--- config.mk ---
export PLATFORM = sky130hd
export DESIGN_NAME = zx_memctl_top
export DESIGN_NICKNAME = d
export VERILOG_FILES = /design/src/verilog/zx_pkg.sv /design/src/verilog/atm_pager.sv /design/src/verilog/zbus_decode.sv /design/src/verilog/zdos.sv /design/src/verilog/zmem_map.sv /design/src/verilog/zports.sv /design/src/verilog/zx_memctl_top.sv
export VERILOG_INCLUDE_DIRS = /design/src /design/src/verilog
export SDC_FILE = /design/constraint.sdc
export NUM_CORES = 1
export LEC_CHECK = 0
export BUFFER_PORTS_ARGS = -buffer_cell sky130_fd_sc_hd__buf_2
export CORE_UTILIZATION = 40
export DETAILED_ROUTE_END_ITERATION = 8
export PLACE_DENSITY = 0.58
export SLEW_MARGIN = 10
export SYNTH_ARGS = -nofsm -noshare
export SYNTH_HDL_FRONTEND = slang
export SYNTH_HIERARCHICAL = 1
export SYNTH_SLANG_ARGS = --single-unit
--- constraint.sdc ---
create_clock -name fclk -period 2.4 [get_ports fclk]
set_input_delay 0.48 -clock fclk [delete_from_list [all_inputs] [get_ports fclk]]
set_output_delay 0.48 -clock fclk [all_outputs]
set_load 0.1 [all_outputs]
--- src/verilog/zx_params.svh ---
`ifndef ZX_PARAMS_SVH
`define ZX_PARAMS_SVH

// z80 bus widths
`define ZX_ADDR_W 16
`define ZX_DATA_W 8

// ATM paging
`define ZX_PAGE_W 6
`define ZX_WIN_N 4
`define ZX_OFS_W 14

// zx border colour
`define ZX_BORDER_W 3

// i/o port low address bytes
// 7FFD also needs a15 low, Pentagon style
`define ZX_PORT_7FFD_LO 8'hFD
`define ZX_PORT_FE_LO 8'hFE
`define ZX_PORT_77_LO 8'h77
`define ZX_PORT_F7_LO 8'hF7
`define ZX_PORT_BE_LO 8'hBE

// opcode fetch from 3Dxx in 48k ROM enters TR-DOS
`define ZX_DOS_ENTRY_HI 8'h3D

`endif

--- src/verilog/zx_pkg.sv ---
`include "zx_params.svh"

package zx_pkg;

	// classified z80 bus cycle
	typedef enum logic [2:0]
	{
		CYC_NONE,
		CYC_MEM_RD,
		CYC_MEM_WR,
		CYC_M1_FETCH,
		CYC_IO_RD,
		CYC_IO_WR
	} bus_cycle_t;

	typedef enum logic
	{
		DEC_IDLE,
		DEC_BUSY
	} dec_state_t;

	// z80 strobes, all active low
	typedef struct packed
	{
		logic mreq_n;
		logic iorq_n;
		logic rd_n;
		logic wr_n;
		logic m1_n;
	} z_bus_t;

	// mapping of one 16k window
	typedef struct packed
	{
		logic                  rom;
		logic [`ZX_PAGE_W-1:0] page;
	} win_map_t;

	// physical location of a cpu access
	typedef struct packed
	{
		logic                  rom;
		logic [`ZX_PAGE_W-1:0] page;
		logic [`ZX_OFS_W-1:0]  offset;
	} mem_sel_t;

	// bit layout matches the byte written to 7FFD
	typedef struct packed
	{
		logic [1:0] spare;
		logic       lock;
		logic       rom48;
		logic       screen;
		logic [2:0] ram_page;
	} p7ffd_t;

endpackage
--- src/verilog/atm_pager.sv ---
`timescale 1ns/1ps
`include "zx_params.svh"

module atm_pager
	import zx_pkg::*;
#(
	parameter int win_idx = 0
)
(
	input  logic     fclk,
	input  logic     arst_n,
	input  logic     pg_wr,
	input  win_map_t pg_wdata,
	input  logic     pen,
	input  p7ffd_t   p7ffd,
	input  logic     dos,
	output win_map_t win_map
);

	// fixed pentagon RAM in windows 1 and 2
	localparam logic [`ZX_PAGE_W-1:0] PENT_PAGE_W1 = `ZX_PAGE_W'(5);
	localparam logic [`ZX_PAGE_W-1:0] PENT_PAGE_W2 = `ZX_PAGE_W'(2);

	win_map_t atm_reg;
	win_map_t pent_map;

	// comes up as ROM page 0
	always_ff @(posedge fclk or negedge arst_n)
	begin
		if (!arst_n)
			atm_reg <= '{rom: 1'b1, page: '0};
		else if (pg_wr)
			atm_reg <= pg_wdata;
	end

	always_comb
	begin
		case (win_idx)
			0:       pent_map = '{rom: 1'b1,
			                      page: {{(`ZX_PAGE_W-2){1'b0}}, p7ffd.rom48, !dos}};
			1:       pent_map = '{rom: 1'b0, page: PENT_PAGE_W1};
			2:       pent_map = '{rom: 1'b0, page: PENT_PAGE_W2};
			default: pent_map = '{rom: 1'b0, page: {{(`ZX_PAGE_W-3){1'b0}}, p7ffd.ram_page}};
		endcase
	end

	assign win_map = pen ? atm_reg : pent_map;

endmodule

--- src/verilog/zbus_decode.sv ---
`timescale 1ns/1ps
`include "zx_params.svh"

module zbus_decode
	import zx_pkg::*;
(
	input  logic                  fclk,
	input  logic                  arst_n,
	input  z_bus_t                zbus,
	input  logic [`ZX_ADDR_W-1:0] a,
	input  logic [`ZX_DATA_W-1:0] din,
	output logic                  cyc_start,
	output bus_cycle_t            cyc_type,
	output logic [`ZX_ADDR_W-1:0] cyc_addr,
	output logic [`ZX_DATA_W-1:0] cyc_data
);

	dec_state_t state;
	bus_cycle_t cyc_now;
	logic       start_now;

	// what the strobes say right now
	// refresh (mreq alone) and int ack (iorq with m1) give CYC_NONE
	always_comb
	begin
		cyc_now = CYC_NONE;
		if (!zbus.mreq_n && !zbus.rd_n)
			cyc_now = zbus.m1_n ? CYC_MEM_RD : CYC_M1_FETCH;
		else if (!zbus.mreq_n && !zbus.wr_n)
			cyc_now = CYC_MEM_WR;
		else if (!zbus.iorq_n && zbus.m1_n && !zbus.rd_n)
			cyc_now = CYC_IO_RD;
		else if (!zbus.iorq_n && zbus.m1_n && !zbus.wr_n)
			cyc_now = CYC_IO_WR;
	end

	assign start_now = (state == DEC_IDLE) && (cyc_now != CYC_NONE);

	always_ff @(posedge fclk or negedge arst_n)
	begin
		if (!arst_n)
		begin
			state     <= DEC_IDLE;
			cyc_start <= 1'b0;
			cyc_type  <= CYC_NONE;
		end
		else
		begin
			cyc_start <= start_now;
			if (start_now)
			begin
				state    <= DEC_BUSY;
				cyc_type <= cyc_now;
			end
			// wait for a full release before the next cycle
			else if (state == DEC_BUSY && &zbus)
				state <= DEC_IDLE;
		end
	end

	always_ff @(posedge fclk)
	begin
		if (start_now)
		begin
			cyc_addr <= a;
			cyc_data <= din;
		end
	end

endmodule

--- src/verilog/zdos.sv ---
`timescale 1ns/1ps
`include "zx_params.svh"

module zdos
	import zx_pkg::*;
(
	input  logic                  fclk,
	input  logic                  arst_n,
	input  logic                  cyc_start,
	input  bus_cycle_t            cyc_type,
	input  logic [`ZX_ADDR_W-1:0] cyc_addr,
	input  logic                  fetch_rom,
	input  p7ffd_t                p7ffd,
	output logic                  dos
);

	logic fetch;
	logic entry_hit;

	assign fetch     = cyc_start && (cyc_type == CYC_M1_FETCH);
	assign entry_hit = (cyc_addr[`ZX_ADDR_W-1 -: 8] == `ZX_DOS_ENTRY_HI) && p7ffd.rom48;

	// fetch_rom still valid here, the address is held for the whole cycle
	always_ff @(posedge fclk or negedge arst_n)
	begin
		if (!arst_n)
			dos <= 1'b1;
		else if (fetch)
		begin
			if (!fetch_rom)
				dos <= 1'b0;
			else if (entry_hit)
				dos <= 1'b1;
		end
	end

endmodule

--- src/verilog/zmem_map.sv ---
`timescale 1ns/1ps
`include "zx_params.svh"

module zmem_map
	import zx_pkg::*;
(
	input  logic [`ZX_ADDR_W-1:0]    a,
	input  win_map_t [`ZX_WIN_N-1:0] win_maps,
	output mem_sel_t                 mem
);

	localparam int WSEL_W = $clog2(`ZX_WIN_N);

	logic [WSEL_W-1:0] win_sel;
	win_map_t          cur_map;

	// top address bits pick one of the 16k windows
	assign win_sel = a[`ZX_ADDR_W-1 -: WSEL_W];
	assign cur_map = win_maps[win_sel];

	assign mem.rom    = cur_map.rom;
	assign mem.page   = cur_map.page;
	assign mem.offset = a[`ZX_OFS_W-1:0];

endmodule

--- src/verilog/zports.sv ---
`timescale 1ns/1ps
`include "zx_params.svh"

module zports
	import zx_pkg::*;
(
	input  logic                          fclk,
	input  logic                          arst_n,
	input  logic                          cyc_start,
	input  bus_cycle_t                    cyc_type,
	input  logic [`ZX_ADDR_W-1:0]         cyc_addr,
	input  logic [`ZX_DATA_W-1:0]         cyc_data,
	input  z_bus_t                        zbus,
	input  win_map_t [`ZX_WIN_N-1:0]      win_maps,
	output p7ffd_t                        p7ffd,
	output logic                          pen,
	output logic [`ZX_BORDER_W-1:0]       border,
	output logic [`ZX_WIN_N-1:0]          pg_wr,
	output win_map_t                      pg_wdata,
	output logic [`ZX_DATA_W-1:0]         dout,
	output logic                          dout_en
);

	localparam int WSEL_W = $clog2(`ZX_WIN_N);

	logic              io_wr;
	logic              io_rd;
	logic              hit_7ffd;
	logic              hit_fe;
	logic              hit_77;
	logic              hit_f7;
	logic              hit_be;
	logic [WSEL_W-1:0] win_sel;
	win_map_t          rd_map;

	////////////////////////////////////////////////////////////
	// port decode
	////////////////////////////////////////////////////////////

	assign io_wr = cyc_start && (cyc_type == CYC_IO_WR);
	assign io_rd = cyc_start && (cyc_type == CYC_IO_RD);

	assign hit_7ffd = (cyc_addr[7:0] == `ZX_PORT_7FFD_LO) && !cyc_addr[`ZX_ADDR_W-1];
	assign hit_fe   = (cyc_addr[7:0] == `ZX_PORT_FE_LO);
	assign hit_77   = (cyc_addr[7:0] == `ZX_PORT_77_LO);
	assign hit_f7   = (cyc_addr[7:0] == `ZX_PORT_F7_LO);
	assign hit_be   = (cyc_addr[7:0] == `ZX_PORT_BE_LO);

	// window named by the high address bits, as for memory
	assign win_sel = cyc_addr[`ZX_ADDR_W-1 -: WSEL_W];

	////////////////////////////////////////////////////////////
	// pentagon and ATM registers
	////////////////////////////////////////////////////////////

	always_ff @(posedge fclk or negedge arst_n)
	begin
		if (!arst_n)
		begin
			p7ffd  <= '0;
			pen    <= 1'b0;
			border <= '0;
		end
		else if (io_wr)
		begin
			// lock bit freezes 7FFD until reset
			if (hit_7ffd && !p7ffd.lock)
				p7ffd <= p7ffd_t'({2'b00, cyc_data[5:0]});
			if (hit_fe)
				border <= cyc_data[`ZX_BORDER_W-1:0];
			if (hit_77)
				pen <= cyc_data[0];
		end
	end

	// F7 write goes straight to the selected pager
	always_comb
	begin
		pg_wr = '0;
		if (io_wr && hit_f7)
			pg_wr[win_sel] = 1'b1;
	end

	assign pg_wdata = '{rom: cyc_data[`ZX_PAGE_W], page: cyc_data[`ZX_PAGE_W-1:0]};

	////////////////////////////////////////////////////////////
	// BE readback
	////////////////////////////////////////////////////////////

	assign rd_map = win_maps[win_sel];

	always_ff @(posedge fclk or negedge arst_n)
	begin
		if (!arst_n)
			dout_en <= 1'b0;
		else if (io_rd && hit_be)
			dout_en <= 1'b1;
		else if (&zbus)
			dout_en <= 1'b0;
	end

	// same layout as the F7 data byte
	always_ff @(posedge fclk)
	begin
		if (io_rd && hit_be)
			dout <= {1'b0, rd_map};
	end

endmodule

--- src/verilog/zx_memctl_top.sv ---
`timescale 1ns/1ps
`include "zx_params.svh"

module zx_memctl_top
	import zx_pkg::*;
(
	input  logic                    fclk,
	input  logic                    arst_n,
	input  z_bus_t                  zbus,
	input  logic [`ZX_ADDR_W-1:0]   a,
	input  logic [`ZX_DATA_W-1:0]   din,
	output mem_sel_t                mem,
	output logic [`ZX_DATA_W-1:0]   dout,
	output logic                    dout_en,
	output logic [`ZX_BORDER_W-1:0] border,
	output logic                    dos
);

	logic                     cyc_start;
	bus_cycle_t               cyc_type;
	logic [`ZX_ADDR_W-1:0]    cyc_addr;
	logic [`ZX_DATA_W-1:0]    cyc_data;
	p7ffd_t                   p7ffd;
	logic                     pen;
	logic [`ZX_WIN_N-1:0]     pg_wr;
	win_map_t                 pg_wdata;
	win_map_t [`ZX_WIN_N-1:0] win_maps;

	////////////////////////////////////////////////////////////
	// bus decode and ports
	////////////////////////////////////////////////////////////

	zbus_decode i_zbus_decode
	(
		.fclk      (fclk     ),
		.arst_n    (arst_n   ),
		.zbus      (zbus     ),
		.a         (a        ),
		.din       (din      ),
		.cyc_start (cyc_start),
		.cyc_type  (cyc_type ),
		.cyc_addr  (cyc_addr ),
		.cyc_data  (cyc_data )
	);

	zports i_zports
	(
		.fclk      (fclk     ),
		.arst_n    (arst_n   ),
		.cyc_start (cyc_start),
		.cyc_type  (cyc_type ),
		.cyc_addr  (cyc_addr ),
		.cyc_data  (cyc_data ),
		.zbus      (zbus     ),
		.win_maps  (win_maps ),
		.p7ffd     (p7ffd    ),
		.pen       (pen      ),
		.border    (border   ),
		.pg_wr     (pg_wr    ),
		.pg_wdata  (pg_wdata ),
		.dout      (dout     ),
		.dout_en   (dout_en  )
	);

	////////////////////////////////////////////////////////////
	// one pager per 16k window
	////////////////////////////////////////////////////////////

	for (genvar gi = 0; gi < `ZX_WIN_N; gi++)
	begin : g_pager
		atm_pager #(.win_idx(gi)) i_atm_pager
		(
			.fclk     (fclk         ),
			.arst_n   (arst_n       ),
			.pg_wr    (pg_wr[gi]    ),
			.pg_wdata (pg_wdata     ),
			.pen      (pen          ),
			.p7ffd    (p7ffd        ),
			.dos      (dos          ),
			.win_map  (win_maps[gi] )
		);
	end

	// dos follows fetches, rom bit straight from the map
	zdos i_zdos
	(
		.fclk      (fclk     ),
		.arst_n    (arst_n   ),
		.cyc_start (cyc_start),
		.cyc_type  (cyc_type ),
		.cyc_addr  (cyc_addr ),
		.fetch_rom (mem.rom  ),
		.p7ffd     (p7ffd    ),
		.dos       (dos      )
	);

	zmem_map i_zmem_map
	(
		.a         (a        ),
		.win_maps  (win_maps ),
		.mem       (mem      )
	);

endmodule

==> metrics.log, run 1 <==
[metrics] CP startpoint kind: flip-flop
[metrics] CTS tree: built
[metrics] clk buf depth: 2
[metrics] vias per std cell: 5.06
[metrics] number of rows created at floorplan: 34
[metrics] Port-buffer cells: 62
[metrics] gp weighted congestion: 0.720
[metrics] pin count of the biggest net entering global routing: 45
[metrics] worst setup timing slack at the placement stage: 0.139 ns
[metrics] commonest cells after routing, fill and taps aside: 55 x sky130_fd_sc_hd__buf_2, 38 x sky130_fd_sc_hd__dfrtp_1, 30 x sky130_fd_sc_hd__edfxtp_1
[metrics] Slowest-stage cell, CP: sky130_fd_sc_hd__mux4_2
[metrics] syn avg cell area: 15.5 µm²
[metrics] final net count: between 300 and 400
[metrics] via count of the first global-routing pass: 2190
[metrics] setup slack after layout: 0.0316 ns
[metrics] post-route ant nets: 0
[metrics] placed wire-length estimate: 4.84 mm
[metrics] minimum period implied by the final worst setup slack: 2.37 ns
[metrics] Avg WL per Cell: 17.0 µm
[metrics] IO Count: 65
[metrics] Synth Cell Area: 3640 µm²
[metrics] final setup skew: between 0.006 and 0.007 ns
[metrics] share of cells above drive strength 1: between 50% and 60%
[metrics] wire length of the first global-routing pass: 11.5 mm
[metrics] type of the worst min-delay path: input pin to asynchronous set/reset pin
[metrics] initial antenna violation count: 0
[metrics] most frequent standard cell in the layout excluding fill and tap cells: sky130_fd_sc_hd__buf_2
[metrics] total global-route track usage: 16.0%
[metrics] Bufs and invs on worst path: 2
[metrics] fill cell count: 805
[metrics] Layout area overhead: 18.2%
[metrics] Clock Sink Count: 74
[metrics] worst slack on hold paths: 0.212 ns
[metrics] area of all placed cells without fillers: 4300 µm²
[metrics] worst supply voltage drop on vdd: 432 µV
[metrics] remaining global-route overflow: 0
[metrics] cell area reported after detailed placement: 3970 µm²
[metrics] area of the die: 9480 µm²
[metrics] worst reg2reg startpoint: i_zbus_decode/cyc_type[1]
[metrics] Starting Density: 41.5%
[metrics] Vert. Die Dim: 97.3 µm
[metrics] number of clock buffers inserted by TritonCTS: 9
[metrics] Setup Crit Path Kind: flip-flop to primary output
[metrics] Largest stage delay, worst path: 0.54 ns
[metrics] clock transition time at the flip-flop clock pins of the worst setup and hold paths: 0.08 ns
[metrics] family of cells with the greatest summed delay on the critical path: multiplexers
[metrics] DRC: 0
[metrics] crit path capture type: primary output
[metrics] number of instances in the synthesized netlist: 235
[metrics] slack of the worst reg-to-reg path: approximately 0.20 ns
[metrics] number of cell instances on the worst register-to-register path: 5
[metrics] Max FO, Critical Path: 20
[metrics] vias: 2074
[metrics] Detailed Route Iter0 Violations: 45
[metrics] area of the core region: 8760 µm²
[metrics] number of warnings reported in the yosys synthesis log: 6
[metrics] deepest level of the CTS H-tree: 3
[metrics] number of hold violations in the final report: 0
[metrics] Clk Latency, worst-skew pair: 0.34 ns
[metrics] Initial DRT Pass Iterations: 4
[metrics] Highest Clock Rate: between 400 and 500 MHz
[metrics] worst relative slew slack: 55.6%
[metrics] pwr/cell area: 633 nW/µm²
[metrics] wirelength, routed: 6.95 mm
[metrics] number of maximum-capacitance constraint violations: 0
[metrics] arrival time at the worst endpoint: 1.89 ns
[metrics] number of nets in the synthesized netlist: 266
[metrics] final setup violation count: 0
[metrics] LEAKAGE: 1.85 nW
[metrics] outcome: complete, no violations
[metrics] crit-path cells: buf_8, and2_1, mux4_2, buf_12
[metrics] clk root buf: sky130_fd_sc_hd__clkbuf_8
[metrics] total inserted antenna cells: 0
[metrics] setup repair after global routing missed its margin: true
[metrics] period utilisation layout: 98.7%
[metrics] critical path data required time: 1.92 ns
[metrics] pin slew with the least headroom to its limit: approximately 0.67 ns
[metrics] max-slew violation count: 0
[metrics] flip-flop count of the largest register after layout: 28
[metrics] width of the die: 97.3 µm
[metrics] critical register-to-register path endpoint: g_pager[2].i_atm_pager/atm_reg[0]
through the flow:
stage / setup TNS [ns] / power, mW / utilization (%) / instances
2_1_floorplan: 0 / 1.63 / - / 235
3_3_place_gp: 0 / 1.69 / 45.3 / 390
3_5_place_dp: 0 / 1.70 / 45.3 / 390
4_1_cts: -0.00475 / 2.76 / 48.8 / 410
5_1_grt: -0.0991 / 2.84 / 49.1 / 410
6_report: 0 / 2.72 / 49.1 / 410
worst max-delay path by stage:
stage	cells past startpoint	startpoint	end
final	4	i_zports/pen	mem[20]
after global routing	4	i_zports/pen	mem[20]
after CTS	3	i_zports/pen	mem[15]
after detailed placement	4	i_zports/pen	mem[14]
after global placement	4	i_zports/pen	mem[14]
after floorplan	2	i_zports/pen	mem[14]
final cells by class:
cell class	instances	area, µm²	area share (%)
Tap cell	108	135	3.14
Multi-Input combinational cell	130	1400	32.5
Clock inverter	7	93.8	2.18
Clock buffer	9	124	2.88
Timing Repair Buffer	81	538	12.5
Inverter	1	3.75	0.0873
Sequential cell	74	2010	46.7
where the power goes:
part / switching [mW] / leakage, nW / total [mW] / internal (mW)
registers: 0.0272 / 0.847 / 1.37 / 1.34
clock network: 0.462 / 0.105 / 1.04 / 0.583
logic: 0.224 / 0.895 / 0.308 / 0.0841
layer usage:
metal / track usage, % / up-vias / routed length [µm]
met4: 4.41 / 0 / 70
met1: 21.2 / 1034 / 3160
li1: - / 976 / -
met5: 0 / - / 0
met3: 5.47 / 6 / 331
met2: 25.1 / 58 / 3390
repair_timing:
item / in CTS / in global routing
resized for setup: 21 / 5
hold buffers: 0 / 0
setup endpoints to repair: 7 / 6
setup buffers: 5 / 0
Note: power is estimated with default switching activity, not from simulation.
==> run 2: changes to the inputs <==
clock period = 2.5 ns   (was 2.4 ns; I/O delays follow)
==> metrics.log, run 2 (synthesis gave the netlist of run 1 again) <==
[metrics] vias: 2075 (was 2074)
[metrics] fill cell count: 797 (was 805)
[metrics] most frequent standard cell in the layout excluding fill and tap cells: sky130_fd_sc_hd__buf_2 (unchanged)
[metrics] CP startpoint kind: flip-flop (unchanged)
[metrics] Highest Clock Rate: between 400 and 500 MHz
[metrics] CTS tree: built (unchanged)
[metrics] remaining global-route overflow: 0 (unchanged)
[metrics] max-slew violation count: 0 (unchanged)
[metrics] Crit path depth: 3 (was 4)
[metrics] capture point of the worst path: mem[16] (was mem[20])
[metrics] Bufs and invs on worst path: 1 (was 2)
[metrics] Clock Sink Count: 74 (unchanged)
[metrics] share of cells above drive strength 1: 53.4% (was 55.0%)
[metrics] setup repair after global routing missed its margin: false (was true)
[metrics] flip-flop count of the largest register after layout: 28 (unchanged)
[metrics] Vert. Die Dim: 97.3 µm (unchanged)
[metrics] Slowest-stage cell, CP: sky130_fd_sc_hd__dfrtp_2 (was sky130_fd_sc_hd__mux4_2)
[metrics] clk buf depth: 2 (unchanged)
[metrics] width of the die: 97.3 µm (unchanged)
[metrics] count of hold buffers inserted by post-cts repair: 0 (unchanged)
[metrics] number of cell instances on the worst register-to-register path: 5 (unchanged)
[metrics] number of rows created at floorplan: 34 (unchanged)
[metrics] multi-input logic area: 1390 µm² (was 1400 µm²)
[metrics] Critical Path Start: i_zports/pen (unchanged)
[metrics] IO Count: 65 (unchanged)
[metrics] arrival time at the worst endpoint: 1.92 ns (was 1.89 ns)
[metrics] wire length of the first global-routing pass: 11.0 mm (was 11.5 mm)
[metrics] total global-route track usage: 15.4% (was 16.0%)
[metrics] crit path capture type: primary output (unchanged)
[metrics] area of the core region: 8760 µm² (unchanged)
[metrics] Setup Crit Path Kind: flip-flop to primary output (unchanged)
[metrics] initial antenna violation count: 0 (unchanged)
[metrics] critical register-to-register path endpoint: g_pager[2].i_atm_pager/atm_reg[3] (was g_pager[2].i_atm_pager/atm_reg[0])
[metrics] placed wire-length estimate: 4.69 mm (was 4.84 mm)
[metrics] clock transition time at the flip-flop clock pins of the worst setup and hold paths: 0.08 ns (about the same)
[metrics] slack of the worst reg-to-reg path: 0.32 ns (was 0.20 ns)
[metrics] total inserted antenna cells: 0 (unchanged)
[metrics] area of the die: 9480 µm² (unchanged)
[metrics] number of clock buffers inserted by TritonCTS: 9 (unchanged)
[metrics] outcome: complete, no violations (unchanged)
[metrics] setup tns final: 0 ns (unchanged)
[metrics] post-layout utilization of the core: 48.2% (was 49.1%)
[metrics] LEAKAGE: 1.81 nW (was 1.85 nW)
[metrics] Detailed Route Iter0 Violations: 66 (was 45)
[metrics] Avg WL per Cell: 16.3 µm (was 17.0 µm)
[metrics] DRC: 0 (unchanged)
[metrics] deepest level of the CTS H-tree: 3 (unchanged)
[metrics] gp weighted congestion: 0.728 (was 0.720)
[metrics] worst reg2reg startpoint: i_zbus_decode/cyc_type[1] (unchanged)
[metrics] pwr/cell area: 617 nW/µm² (was 633 nW/µm²)
[metrics] clk root buf: sky130_fd_sc_hd__clkbuf_8 (unchanged)
[metrics] number of maximum-capacitance constraint violations: 0 (unchanged)
[metrics] post-route ant nets: 0 (unchanged)
[metrics] storage element area: 2010 µm² (unchanged)
[metrics] crit-path cells: mux2_2, mux4_2, buf_4 (was buf_8, and2_1, mux4_2, buf_12)
[metrics] pin slew with the least headroom to its limit: 0.644 ns (was 0.666 ns)
[metrics] Port-buffer cells: 62 (unchanged)
[metrics] vias per std cell: 5.11 (was 5.06)
[metrics] type of the worst min-delay path: input pin to asynchronous set/reset pin (unchanged)
[metrics] Largest stage delay, worst path: 0.48 ns (was 0.54 ns)
[metrics] minimum period implied by the final worst setup slack: between 2 and 2.5 ns
[metrics] Max FO, Critical Path: 10 (was 20)
[metrics] pin count of the biggest net entering global routing: 29 (was 45)
[metrics] wirelength, routed: 6.62 mm (was 6.95 mm)
[metrics] number of hold violations in the final report: 0 (unchanged)
[metrics] family of cells with the greatest summed delay on the critical path: multiplexers (unchanged)
[metrics] final setup skew: 0.0113 ns (was 0.00663 ns)
[metrics] period utilisation layout: 97.0%
[metrics] worst relative slew slack: 57.0% (was 55.6%)
[metrics] Starting Density: 41.5% (unchanged)
[metrics] critical path data required time: 2.00 ns (was 1.92 ns)
[metrics] via count of the first global-routing pass: 2122 (was 2190)
[metrics] final setup violation count: 0 (unchanged)
[metrics] commonest cells after routing, fill and taps aside: 55 x sky130_fd_sc_hd__buf_2, 38 x sky130_fd_sc_hd__dfrtp_1, 30 x sky130_fd_sc_hd__edfxtp_1 (unchanged)
[metrics] Layout area overhead: 16.2% (was 18.2%)
[metrics] Clk Latency, worst-skew pair: 0.35 ns (was 0.34 ns)
[metrics] Initial DRT Pass Iterations: 4 (unchanged)
[metrics] worst supply voltage drop on vdd: 374 µV (was 432 µV)
[metrics] final net count: 324 (was 328)
[run 2: changes by cell type in the layout (fill, tap and decap cells not counted), sizes merged]
cell and change:
buf -4, clkinv +1, clkinvlp -1
[run 2: area by class of cell]
cell class / count / share of cell area [%]
clock buffer: 9 / 2.93
clock inverter: 7 / 2.22
inverter: 1 / 0.0889
multi-input combinational: 130 / 32.9
sequential: 74 / 47.6
tap: 108 / 3.20
timing repair buffer: 77 / 11.1
[run 2: timing repair]
item	CTS	global route
buffers inserted	0	1
setup endpoints to repair	7	7
resized for setup	9	3
hold endpoints to repair	0	0
[run 2: per-layer routing]
| layer | GRT usage [%] | part of all wire [%] | vias to the layer above | wire length (µm) |
|---|---|---|---|---|
| li1 | - | - | 975 | - |
| met1 | 20.7 | 47 | 1038 | 3130 |
| met2 | 23.9 | 48 | 57 | 3150 |
| met3 | 4.24 | 4.1 | 5 | 269 |
| met4 | 5.43 | 1.2 | 0 | 78 |
| met5 | 0 | 0 | - | 0 |
[run 2: metrics by stage]
stage	setup slack, ns	std cells	instance area [µm²]	hold WS (ns)	total power [mW]
6_report	0.0752	406	4220	0.168	2.61
3_3_place_gp	0.245	389	3970	0.441	1.62
4_1_cts	0.00939	405	4210	0.176	2.65
5_1_grt	0.00358	406	4220	0.206	2.72
2_1_floorplan	0.224	235	3640	0.204	1.56
3_5_place_dp	0.242	389	3970	0.444	1.63
[run 2: worst min path at each step]
| stage | startpoint | end | slack, ns | cells after the start |
|---|---|---|---|---|
| after global routing | arst_n | g_pager[2].i_atm_pager/atm_reg[4] | 0.21 | 1 |
| after global placement | i_zports/p7ffd[5] | i_zports/p7ffd[5] | 0.44 | 1 |
| after CTS | arst_n | g_pager[2].i_atm_pager/atm_reg[4] | 0.18 | 1 |
| after floorplan | arst_n | g_pager[0].i_atm_pager/atm_reg[0] | 0.20 | 0 |
| final | arst_n | g_pager[0].i_atm_pager/atm_reg[2] | 0.17 | 1 |
| after detailed placement | i_zports/p7ffd[5] | i_zports/p7ffd[5] | 0.44 | 1 |
[run 2: worst register-to-register path, stage by stage (launching register included)]
cell	delay, ns
sky130_fd_sc_hd__dfrtp_1	0.40
sky130_fd_sc_hd__nand3b_4	0.21
sky130_fd_sc_hd__or4_1	0.60
sky130_fd_sc_hd__nor3b_1	0.29
sky130_fd_sc_hd__buf_4	0.25
sky130_fd_sc_hd__mux2_4	0.31
[run 2: report_power, final]
part	internal [mW]	switching (mW)	leakage, nW
clock network	0.560	0.444	0.107
logic	0.0768	0.213	0.861
registers	1.29	0.0252	0.847
total	1.93	0.681	1.81
==> run 3: changes to the inputs <==
GPL_TIMING_DRIVEN = 0   (was unset)
==> metrics.log, run 3 (synthesis gave the netlist of run 1 again) <==
[metrics] vias: 2133 (was 2075)
[metrics] gp weighted congestion: 0.743 (was 0.728)
[metrics] width of the die: 97.3 µm (unchanged)
[metrics] worst supply voltage drop on vdd: 331 µV (was 374 µV)
[metrics] total power: 2.63 mW (was 2.61 mW)
[metrics] Detailed Route Iter0 Violations: 60 (was 66)
[metrics] Avg WL per Cell: 16.0 µm (was 16.3 µm)
[metrics] storage element area: 2010 µm² (about the same)
[metrics] remaining global-route overflow: 0 (unchanged)
[metrics] crit-path cells: buf_6, mux2_2, mux4_2, buf_12 (was mux2_2, mux4_2, buf_4)
[metrics] Crit path depth: 4 (was 3)
[metrics] wirelength, routed: 6.82 mm (was 6.62 mm)
[metrics] Setup Crit Path Kind: flip-flop to primary output (unchanged)
[metrics] fill cell count: 781 (was 797)
[metrics] deepest level of the CTS H-tree: 3 (unchanged)
[metrics] crit path capture type: primary output (unchanged)
[metrics] Initial DRT Pass Iterations: 4 (unchanged)
[metrics] clk buf depth: 2 (unchanged)
[metrics] number of rows created at floorplan: 34 (unchanged)
[metrics] period utilisation layout: 99.0% (was 97.0%)
[metrics] multi-input logic area: 1390 µm² (unchanged)
[metrics] Highest Clock Rate: 404 MHz (was 412 MHz)
[metrics] DRC: 0 (unchanged)
[metrics] outcome: complete, no violations (unchanged)
[metrics] number of hold violations in the final report: 0 (unchanged)
[metrics] number of cell instances on the worst register-to-register path: 2 (was 5)
[metrics] number of clock buffers inserted by TritonCTS: 9 (unchanged)
[metrics] total global-route track usage: 15.2% (was 15.4%)
[metrics] final setup skew: 0.00626 ns (was 0.0113 ns)
[metrics] pin slew with the least headroom to its limit: 1.19 ns (was 0.644 ns)
[metrics] Port-buffer cells: 62 (unchanged)
[metrics] flip-flop count of the largest register after layout: 28 (unchanged)
[metrics] Largest stage delay, worst path: 0.52 ns (was 0.48 ns)
[metrics] post-route ant nets: 0 (unchanged)
[metrics] share of cells above drive strength 1: 56.0% (was 53.4%)
[metrics] Critical Path Start: i_zports/pen (unchanged)
[metrics] worst reg2reg startpoint: i_zbus_decode/cyc_type[0] (was i_zbus_decode/cyc_type[1])
[metrics] clock transition time at the flip-flop clock pins of the worst setup and hold paths: 0.08 ns (about the same)
[metrics] Vert. Die Dim: 97.3 µm (unchanged)
[metrics] vias per std cell: 5.01 (was 5.11)
[metrics] Clock Sink Count: 74 (unchanged)
[metrics] wire length of the first global-routing pass: 11.0 mm (about the same)
[metrics] fraction of met1 tracks used by global routing: 19.4% (was 20.7%)
[metrics] commonest cells after routing, fill and taps aside: 56 x sky130_fd_sc_hd__buf_2, 38 x sky130_fd_sc_hd__dfrtp_1, 30 x sky130_fd_sc_hd__edfxtp_1 (was 55 x sky130_fd_sc_hd__buf_2, 38 x sky130_fd_sc_hd__dfrtp_1, 30 x sky130_fd_sc_hd__edfxtp_1)
[metrics] global routing met2 resource utilization: 25.4% (was 23.9%)
[metrics] CTS tree: built (unchanged)
[metrics] worst relative slew slack: 21.0% (was 57.0%)
[metrics] capture point of the worst path: mem[15] (was mem[16])
[metrics] family of cells with the greatest summed delay on the critical path: multiplexers (unchanged)
[metrics] number of maximum-capacitance constraint violations: 0 (unchanged)
[metrics] CP startpoint kind: flip-flop (unchanged)
[metrics] Clk Latency, worst-skew pair: 0.34 ns (was 0.35 ns)
[metrics] post-layout utilization of the core: 50.1% (was 48.2%)
[metrics] IO Count: 65 (unchanged)
[metrics] area of the die: 9480 µm² (unchanged)
[metrics] count of hold buffers inserted by post-cts repair: 0 (unchanged)
[metrics] pin count of the biggest net entering global routing: 45 (was 29)
[metrics] Starting Density: 41.5% (unchanged)
[metrics] final net count: 344 (was 324)
[metrics] Max FO, Critical Path: 5 (was 10)
[metrics] gr busiest metal: met2 (unchanged)
[metrics] pwr/cell area: 598 nW/µm² (was 617 nW/µm²)
[metrics] initial antenna violation count: 0 (unchanged)
[metrics] clk root buf: sky130_fd_sc_hd__clkbuf_8 (unchanged)
[metrics] critical path data required time: 2.00 ns (about the same)
[metrics] Bufs and invs on worst path: 2 (was 1)
[metrics] minimum period implied by the final worst setup slack: 2.48 ns (was 2.42 ns)
[metrics] area of the core region: 8760 µm² (unchanged)
[metrics] type of the worst min-delay path: input pin to asynchronous set/reset pin (unchanged)
[metrics] most frequent standard cell in the layout excluding fill and tap cells: sky130_fd_sc_hd__buf_2 (unchanged)
[metrics] via count of the first global-routing pass: 2154 (was 2122)
[metrics] Layout area overhead: 20.9% (was 16.2%)
[metrics] fraction of met3 tracks used by global routing: 4.89% (was 4.24%)
[metrics] total inserted antenna cells: 0 (unchanged)
[metrics] slack of the worst reg-to-reg path: 0.19 ns (was 0.32 ns)
[metrics] final setup violation count: 0 (unchanged)
[metrics] Slowest-stage cell, CP: sky130_fd_sc_hd__mux4_2 (was sky130_fd_sc_hd__dfrtp_2)
[metrics] placed wire-length estimate: 4.71 mm (was 4.69 mm)
[metrics] setup repair after global routing missed its margin: true (was false)
[metrics] critical register-to-register path endpoint: i_zports/dout[4] (was g_pager[2].i_atm_pager/atm_reg[3])
[metrics] max-slew violation count: 0 (unchanged)
[metrics] arrival time at the worst endpoint: 1.98 ns (was 1.92 ns)
[metrics] LEAKAGE: 1.91 nW (was 1.81 nW)
-- run 3: area by class of cell --
type,instances,share of cell area [%]
inverters,1,0.0854
repair buffers,67,9.14
multi-input cells,130,31.6
flip-flops and latches,74,45.8
plain buffers,30,5.32
clock inverters,7,2.14
well taps,108,3.08
clock buffers,9,2.82
-- run 3: worst min path at each step --
stage / endpoint / start / cells past startpoint
final: g_pager[0].i_atm_pager/atm_reg[3] / arst_n / 1
after global routing: i_zbus_decode/cyc_data[5] / din[5] / 1
after CTS: i_zbus_decode/cyc_data[2] / din[2] / 1
after detailed placement: i_zports/p7ffd[5] / i_zports/p7ffd[5] / 1
after global placement: i_zports/p7ffd[5] / i_zports/p7ffd[5] / 1
after floorplan: g_pager[0].i_atm_pager/atm_reg[0] / arst_n / 0
-- run 3: per-stage QoR --
stage	cell area [µm²]	worst slack (ns)	setup TNS (ns)	hold slack [ns]	std cells
2_1_floorplan	3640	0.224	0	0.204	235
3_3_place_gp	4080	-0.126	-0.358	0.440	405
3_5_place_dp	4080	-0.105	-0.299	0.444	405
4_1_cts	4340	0.00347	0	0.309	424
5_1_grt	4390	-0.0292	-0.0538	0.297	426
6_report	4390	0.0239	0	0.317	426
-- run 3: timing repair --
action	CTS	global route
endpoints found under the setup margin	7	6
gates resized for setup	9	11
buffers inserted	3	2
gates cloned	0	0
-- run 3: worst reg2reg max path, delay by kind of cell (launching register included) --
kind / cells / cell delay (ns)
simple gates: 2 / 1.46
flops: 1 / 0.47
-- run 3: where the power goes --
| group | switching (mW) | internal, mW | leakage [nW] | total, mW |
|---|---|---|---|---|
| registers | 0.0224 | 1.29 | 0.846 | 1.31 |
| logic | 0.217 | 0.0937 | 0.957 | 0.311 |
| clock network | 0.446 | 0.559 | 0.105 | 1.01 |
| total | 0.686 | 1.94 | 1.91 | 2.63 |
-- run 3: metal layers --
| layer | vias to the layer above | share of wire, % |
|---|---|---|
| met5 | - | 0 |
| met4 | 0 | 0.88 |
| met3 | 5 | 5.0 |
| met2 | 68 | 49 |
| met1 | 1042 | 46 |
| li1 | 1018 | - |
